## config.mk

```make
export PLATFORM = sky130hd
export DESIGN_NAME = adc_stream_top
export DESIGN_NICKNAME = d
export VERILOG_FILES = /design/src/rtl/adc_stream_pkg.sv /design/src/rtl/ramp_pattern_gen.sv /design/src/rtl/adc_lane_packer.sv /design/src/rtl/stream_source_select.sv /design/src/rtl/adc_stream_top.sv
export SDC_FILE = /design/constraint.sdc
export NUM_CORES = 1
export LEC_CHECK = 0
export BUFFER_PORTS_ARGS = -buffer_cell sky130_fd_sc_hd__clkbuf_2
export CORE_ASPECT_RATIO = 1.1
export CORE_MARGIN = 5
export CORE_UTILIZATION = 53
export CTS_CLUSTER_DIAMETER = 200
export DETAILED_ROUTE_END_ITERATION = 10
export PLACE_DENSITY = 0.76
export SYNTH_ARGS = -nofsm -noshare
export SYNTH_HDL_FRONTEND = slang
export SYNTH_SLANG_ARGS = --single-unit
```

## constraint.sdc

```tcl
create_clock -name CLK -period 8.38 [get_ports CLK]
set_input_delay 1.257 -clock CLK [delete_from_list [all_inputs] [get_ports CLK]]
set_output_delay 1.257 -clock CLK [all_outputs]
set_load 0.005 [all_outputs]
```

## src/rtl/adc_stream_pkg.sv

```systemverilog
`default_nettype none

package adc_stream_pkg;

  // ******************************
  // stream geometry
  // ******************************

  localparam int ADC_RES          = 12;                      // bits per converter sample
  localparam int LANE_WIDTH       = 16;                      // one sample slot on the stream
  localparam int LANE_NUM         = 8;                       // samples per beat
  localparam int BEAT_WIDTH       = LANE_WIDTH * LANE_NUM;   // full stream word
  localparam int LANE_PAD         = LANE_WIDTH - ADC_RES;    // zero bits under each sample
  localparam int LANE_IDX_WIDTH   = $clog2(LANE_NUM);
  localparam int BEAT_COUNT_WIDTH = 16;

  // ******************************
  // types
  // ******************************

  typedef logic [ADC_RES-1:0]          adc_sample_t;
  typedef logic signed [ADC_RES:0]     ramp_limit_t;  // one extra bit so the ramp limit is signed
  typedef logic [BEAT_WIDTH-1:0]       beat_t;
  typedef logic [LANE_IDX_WIDTH-1:0]   lane_idx_t;
  typedef logic [BEAT_COUNT_WIDTH-1:0] beat_count_t;  // wraps silently

  // which producer currently owns the output stream
  typedef enum logic {
    SRC_RAMP = 1'b0,
    SRC_LIVE = 1'b1
  } src_sel_t;

endpackage

`default_nettype wire

```

## src/rtl/ramp_pattern_gen.sv

```systemverilog
`default_nettype none

module ramp_pattern_gen
  import adc_stream_pkg::*;
(
  input  wire                CLK,
  input  wire                ARESETN,
  input  wire  ramp_limit_t  ramp_limit,
  input  wire  logic         ramp_advance,
  output beat_t              ramp_word,
  output logic               ramp_valid
);

  ramp_limit_t                  limit_q;
  ramp_limit_t                  wrap_diff;
  logic                         wrap_en;
  logic [LANE_NUM*LANE_PAD-1:0] pad_bits;

  // ******************************
  // wrap decision
  // ******************************

  // top lane sample, zero extended into the signed range, minus the limit
  assign wrap_diff = ramp_limit_t'({1'b0, ramp_word[BEAT_WIDTH-1 -: ADC_RES]}) - limit_q;
  assign wrap_en   = (wrap_diff >= limit_q);

  always_ff @(posedge CLK) begin
    if (!ARESETN) begin
      limit_q <= ramp_limit;  // sampled for as long as reset is held
    end
  end

  always_ff @(posedge CLK) begin
    if (!ARESETN) begin
      ramp_valid <= 1'b0;
    end else begin
      ramp_valid <= 1'b1;  // the ramp never runs dry
    end
  end

  // ******************************
  // ramp word
  // ******************************

  always_ff @(posedge CLK) begin
    if (!ARESETN) begin
      ramp_word <= '0;
    end else if (ramp_advance) begin
      if (wrap_en) begin
        ramp_word <= '0;
      end else begin
        for (int i = 0; i < LANE_NUM; i++) begin
          // even lanes step by one, odd lanes by two
          ramp_word[i*LANE_WIDTH +: LANE_WIDTH] <=
            {ramp_word[i*LANE_WIDTH+LANE_PAD +: ADC_RES] + adc_sample_t'((i % 2) + 1),
             {LANE_PAD{1'b0}}};
        end
      end
    end
  end

  // gather the pad bits of all lanes for the check below
  for (genvar g = 0; g < LANE_NUM; g++) begin : g_pad
    assign pad_bits[g*LANE_PAD +: LANE_PAD] = ramp_word[g*LANE_WIDTH +: LANE_PAD];
  end

  // the left-justified format must survive every advance and wrap
  a_pad_zero: assert property (
    @(posedge CLK) disable iff (!ARESETN)
    ramp_advance |=> (pad_bits == '0)
  ) else $error("ramp lane pad bits not zero");

endmodule

`default_nettype wire

```

## src/rtl/adc_lane_packer.sv

```systemverilog
`default_nettype none

module adc_lane_packer
  import adc_stream_pkg::*;
(
  input  wire                CLK,
  input  wire                ARESETN,
  input  wire  logic         adc_strobe,
  input  wire  adc_sample_t  adc_sample,
  input  wire  logic         word_take,
  output beat_t              live_word,
  output logic               word_valid,
  output logic               overflow
);

  lane_idx_t lane_idx;
  beat_t     collect_word;
  beat_t     packed_word;
  logic      word_done;
  logic      hold_free;

  // ******************************
  // lane collection
  // ******************************

  // current collecting word with the strobed sample dropped into its lane
  always_comb begin
    packed_word = collect_word;
    packed_word[lane_idx*LANE_WIDTH +: LANE_WIDTH] = {adc_sample, {LANE_PAD{1'b0}}};
  end

  assign word_done = adc_strobe && (lane_idx == lane_idx_t'(LANE_NUM - 1));
  assign hold_free = !word_valid || word_take;  // hold empties on this edge if taken

  always_ff @(posedge CLK) begin
    if (!ARESETN) begin
      lane_idx <= '0;
    end else if (adc_strobe) begin
      lane_idx <= lane_idx + lane_idx_t'(1);  // wraps back to lane 0 after the last lane
    end
  end

  always_ff @(posedge CLK) begin
    if (adc_strobe) begin
      collect_word <= packed_word;
    end
  end

  // ******************************
  // one word hold
  // ******************************

  always_ff @(posedge CLK) begin
    if (word_done && hold_free) begin
      live_word <= packed_word;
    end
  end

  always_ff @(posedge CLK) begin
    if (!ARESETN) begin
      word_valid <= 1'b0;
    end else if (word_done && hold_free) begin
      word_valid <= 1'b1;
    end else if (word_take) begin
      word_valid <= 1'b0;
    end
  end

  always_ff @(posedge CLK) begin
    if (!ARESETN) begin
      overflow <= 1'b0;
    end else if (word_done && !hold_free) begin
      overflow <= 1'b1;  // new word lost, sticky until reset
    end
  end

  // the selector may only take a word that is actually held
  a_take_needs_valid: assert property (
    @(posedge CLK) disable iff (!ARESETN)
    word_take |-> word_valid
  ) else $error("word_take without a held word");

endmodule

`default_nettype wire

```

## src/rtl/stream_source_select.sv

```systemverilog
`default_nettype none

module stream_source_select
  import adc_stream_pkg::*;
(
  input  wire                CLK,
  input  wire                ARESETN,
  input  wire  src_sel_t     src_sel,
  input  wire  beat_t        ramp_word,
  input  wire  logic         ramp_valid,
  input  wire  beat_t        live_word,
  input  wire  logic         word_valid,
  input  wire  logic         tready,
  output beat_t              tdata,
  output logic               tvalid,
  output logic               ramp_advance,
  output logic               word_take,
  output beat_count_t        beat_count
);

  src_sel_t active_src;
  logic     beat_accept;
  logic     beat_boundary;

  // ******************************
  // source selection
  // ******************************

  assign beat_accept   = tvalid && tready;
  assign beat_boundary = !tvalid || beat_accept;  // nothing left pending after this edge

  always_ff @(posedge CLK) begin
    if (!ARESETN) begin
      active_src <= SRC_RAMP;
    end else if (beat_boundary) begin
      active_src <= src_sel;
    end
  end

  always_comb begin
    if (active_src == SRC_LIVE) begin
      tvalid = word_valid;
      tdata  = live_word;
    end else begin
      tvalid = ramp_valid;
      tdata  = ramp_word;
    end
  end

  // only the source that delivered the beat sees the accept
  assign ramp_advance = beat_accept && (active_src == SRC_RAMP);
  assign word_take    = beat_accept && (active_src == SRC_LIVE);

  // ******************************
  // beat counter
  // ******************************

  always_ff @(posedge CLK) begin
    if (!ARESETN) begin
      beat_count <= '0;
    end else if (beat_accept) begin
      beat_count <= beat_count + beat_count_t'(1);
    end
  end

  // a stalled beat must stay with the source that offered it
  a_hold_src_on_stall: assert property (
    @(posedge CLK) disable iff (!ARESETN)
    (tvalid && !tready) |=> $stable(active_src) && tvalid && $stable(tdata)
  ) else $error("stalled beat changed under back-pressure");

endmodule

`default_nettype wire

```

## src/rtl/adc_stream_top.sv

```systemverilog
`default_nettype none

module adc_stream_top
  import adc_stream_pkg::*;
(
  input  wire                CLK,
  input  wire                ARESETN,
  input  wire  ramp_limit_t  ramp_limit,
  input  wire  src_sel_t     src_sel,
  input  wire  logic         adc_strobe,
  input  wire  adc_sample_t  adc_sample,
  input  wire  logic         tready,
  output beat_t              tdata,
  output logic               tvalid,
  output beat_count_t        beat_count,
  output logic               overflow
);

  beat_t ramp_word;
  logic  ramp_valid;
  logic  ramp_advance;
  beat_t live_word;
  logic  word_valid;
  logic  word_take;

  // ******************************
  // sources
  // ******************************

  ramp_pattern_gen ramp_i (
    .CLK          (CLK),
    .ARESETN      (ARESETN),
    .ramp_limit   (ramp_limit),
    .ramp_advance (ramp_advance),
    .ramp_word    (ramp_word),
    .ramp_valid   (ramp_valid)
  );

  adc_lane_packer packer_i (
    .CLK        (CLK),
    .ARESETN    (ARESETN),
    .adc_strobe (adc_strobe),
    .adc_sample (adc_sample),
    .word_take  (word_take),
    .live_word  (live_word),
    .word_valid (word_valid),
    .overflow   (overflow)
  );

  // ******************************
  // output stream
  // ******************************

  stream_source_select select_i (
    .CLK          (CLK),
    .ARESETN      (ARESETN),
    .src_sel      (src_sel),
    .ramp_word    (ramp_word),
    .ramp_valid   (ramp_valid),
    .live_word    (live_word),
    .word_valid   (word_valid),
    .tready       (tready),
    .tdata        (tdata),
    .tvalid       (tvalid),
    .ramp_advance (ramp_advance),
    .word_take    (word_take),
    .beat_count   (beat_count)
  );

endmodule

`default_nettype wire

```

==> out/metrics.cfg <==
[routing]
wl_per_cell_um = 19.8
vias = 10900
ant_nets = 0
drc = 0
first_pass_iters = 5
first_iter_violations = 777
via_per_inst = 5.53
totalWireLength_um = 39000

[grt]
grt_max_degree = 73
grt_pass1_vias = 10800
met1_usage = 0.281
grt_overflow = 0
groute.usage.overall = 0.217
grt.met2_usage = 0.355
grt_use_met3 = 0.0505
antenna_found_initial = 0
grt_first_pass_wirelength_um = 59400
gr-max-usage-layer = met2

[final_layout]
fill_cells = 2461
finalNetCount = 1588
multi_input_area_um2 = 5900
seq_area_um2 = 10400
final_cell_area_um2 = 19100
drive_above_1_share = 0.238
syn2layout_area_growth_pct = 15.1

[timing]
finalHoldWorstSlack_ns = 0.500
slew_viol_final = 0
hold_viol_final = 0
rsz0062_at_grt = false
skew_ns = 0.0154
relSlewSlack = 0.341
tightest_slew_ns = 0.989
finalSetupTns_ns = 0
finalSetupViolCount = 0
min_period_over_period = 0.535
clock.fmax_ghz = 0.223
period_minus_slack_ns = 4.48

[worst_setup_path]
rrSetupSlack_ns = 3.90
cp_slowest_cell = o21ai_4
crit_type = reg2reg
path_buf_inv = 1
path_max_fanout = 33
cpPeakStageDelay_ns = 0.67
cp-end-kind = flop
cp-start-kind = flop
arrival_ns = 4.87
critical_path.cell_chain = ha_1, nor2b_1, o31ai_1, a21oi_1, a41o_1, o41ai_1, xnor2_1, ha_1, o21ai_0, nand2b_1, a31oi_4, o21ai_4, buf_4, nor2_1
critical_path.top_delay_family = compound AO/OA/AOI/OAI gates
crit_top_cell = ha_1
crit_required_ns = 8.77

[place]
dp_hpwl_um = 25600
placed_area_um2 = 17900
gp_congestion = 0.845
io_buffers = 175

[synthesis]
netlist_area_um2 = 16600
synthArstFlopShare = 0
yosys_warnings = 0
synth_area_leaders = edfxtp_1 49%, dfxtp_1 14%, mux2_2 7.7%
ys.flop_type = edfxtp_1
yosysUniqueCellTypes = 52
synth_seq_cells = 384
synth_edf_count = 269
netlist_instances = 1347
syn_nets = 1416
syn_avg_cell_area_um2 = 12.3
yosysTopAreaCellShare = 0.487
ys_seq_area_frac = 0.626
yosysTopAreaCell = edfxtp_1

[worst_hold_path]
hold_class = reg2reg

[floorplan]
die_h_um = 196
ios = 176
initial_core_util = 0.533
die_x_um = 179
die-area_um2 = 34900
core_area_um2 = 31100
row_count = 68

[clocking]
ctsHoldBuffers = 0
postCtsSetupBuffers = 0
htree_levels = 2
cts-root-buf = clkbuf_16
cts_tree = yes
cts_sinks = 384
cts_buffers = 40
cts_resized = 0
clock_path_buffers = 3
clkSlewWorstSetupHoldPaths_ns = 0.06
clk_latency_ns = 0.52

[power_and_ir_drop]
power_density_nw_per_um2 = 214
power_leakage_nw = 7.39
fin_total_pwr_mw = 4.09
ir_drop_v = 0.000172

[run_status]
status = finished clean

[flow_run]
cap_violations = 0

==> cells in the final DEF (no fill, tap or decap), types with 2 or more instances in the layout <==
master / count
and2_1: 78
xnor2_1: 22
mux2_2: 114
o2111ai_1: 7
clkbuf_1: 13
xor2_1: 62
inv_1: 21
nand3_1: 71
and4_1: 6
nand4b_1: 9
o31ai_1: 2
clkbuf_8: 4
nor3_1: 7
o21a_1: 3
a21o_1: 2
nand2b_1: 3
clkinv_1: 4
clkbuf_2: 174
nor2_1: 105
a311oi_4: 3
o211ai_2: 2
nor4b_1: 2
nor2b_1: 4
mux2i_1: 3
a22oi_1: 8
dfxtp_1: 114
clkinv_2: 6
clkbuf_16: 41
nand4_1: 13
o211ai_1: 3
nand2_1: 158
nand3b_1: 2
and3_1: 26
o21ai_0: 105
a21oi_1: 10
ha_1: 38
edfxtp_1: 269
buf_4: 13
==> final timing paths <==
path,startpoint,to,cells past startpoint
hold reg to reg,packer_i.overflow$_SDFFE_PN0P_,packer_i.overflow$_SDFFE_PN0P_,2
setup / recovery,ramp_i.ramp_word[117]$_SDFFE_PN0P_,ramp_i.ramp_word[11]$_SDFFE_PN0P_,14
setup reg to reg,ramp_i.ramp_word[117]$_SDFFE_PN0P_,ramp_i.ramp_word[11]$_SDFFE_PN0P_,14
hold / removal,packer_i.overflow$_SDFFE_PN0P_,packer_i.overflow$_SDFFE_PN0P_,2
==> where the power goes <==
group | switching, mW | internal (mW) | total, mW
registers | 0.0279 | 2.11 | 2.14
clock network | 0.699 | 0.967 | 1.67
logic | 0.181 | 0.111 | 0.292
total | 0.908 | 3.19 | 4.09
==> kinds of logic (layout without fill, tap and decap cells) <==
kind of cell	Yosys count	in the layout	share of synthesized area
buffers and inverters	78	280	0.0192
XOR/XNOR	84	84	0.0444
flip-flops	384	384	0.626
multiplexers	117	117	0.0792
AO/OA/AOI/OAI	158	158	0.0604
other	0	1	0
adder cells (fa/ha/maj)	39	39	0.0299
AND/OR/NAND/NOR	487	487	0.141
==> sequential cells by signal, indices dropped and copies added, names as in the netlist <==
name,flops
ramp_i.ramp_valid,1
packer_i.word_valid,1
ramp_i.limit_q,13
select_i.beat_count,16
packer_i.overflow,1
select_i.active_src,1
packer_i.collect_word,128
ramp_i.ramp_word,92
packer_i.lane_idx,3
packer_i.live_word,128
==> synthesized netlist by cell type, drive strengths merged (2+ instances only) <==
cell type and number:
inv 21, nand2b 3, nor3 7, clkbuf 44
and4 6, mux2 114, nor2b 4, dfxtp 115
mux2i 3, nand3 71, a211oi 2, nand2 159
nand3b 2, o21ai 107, nand4b 9, o2111ai 7
xor2 62, a311oi 3, nor4b 2, xnor2 22
o31ai 2, o21a 3, ha 38, buf 13
o211ai 5, a22oi 8, and3 26, and2 78
a21oi 11, a21o 2, nor2 105, nand4 13
edfxtp 269
==> routing by layer <==
| layer | share of wire | vias up | wire [um] |
|---|---|---|---|
| met1 | 0.41 | 5258 | 16000 |
| met4 | 0.036 | 0 | 1390 |
| met3 | 0.076 | 76 | 2980 |
| met2 | 0.48 | 351 | 18600 |
| li1 | - | 5214 | - |
| met5 | 0 | - | 0 |
==> stage by stage <==
stage	cells	util	worst slack, ns
2_1_floorplan	1347	-	2.85
3_3_place_gp	1897	0.574	4.13
3_5_place_dp	1897	0.574	3.91
4_1_cts	1969	0.613	3.92
5_1_grt	1969	0.613	3.62
6_report	1970	0.613	3.90
==> final cells by class <==
cell class,count,share of cell area
multi-input cells,885,0.309
well taps,420,0.0275
clock buffers,58,0.0592
diodes,1,0.000131
clock inverters,14,0.00511
inverters,21,0.00413
flip-flops and latches,384,0.544
repair buffers,187,0.0507
==> worst min-delay path, cell delays in order, from the launching register on <==
cell and delay (ns):
dfxtp_1 0.32, nor2_1 0.10, nor2_1 0.04
Power figures use the tool's default switching activity.
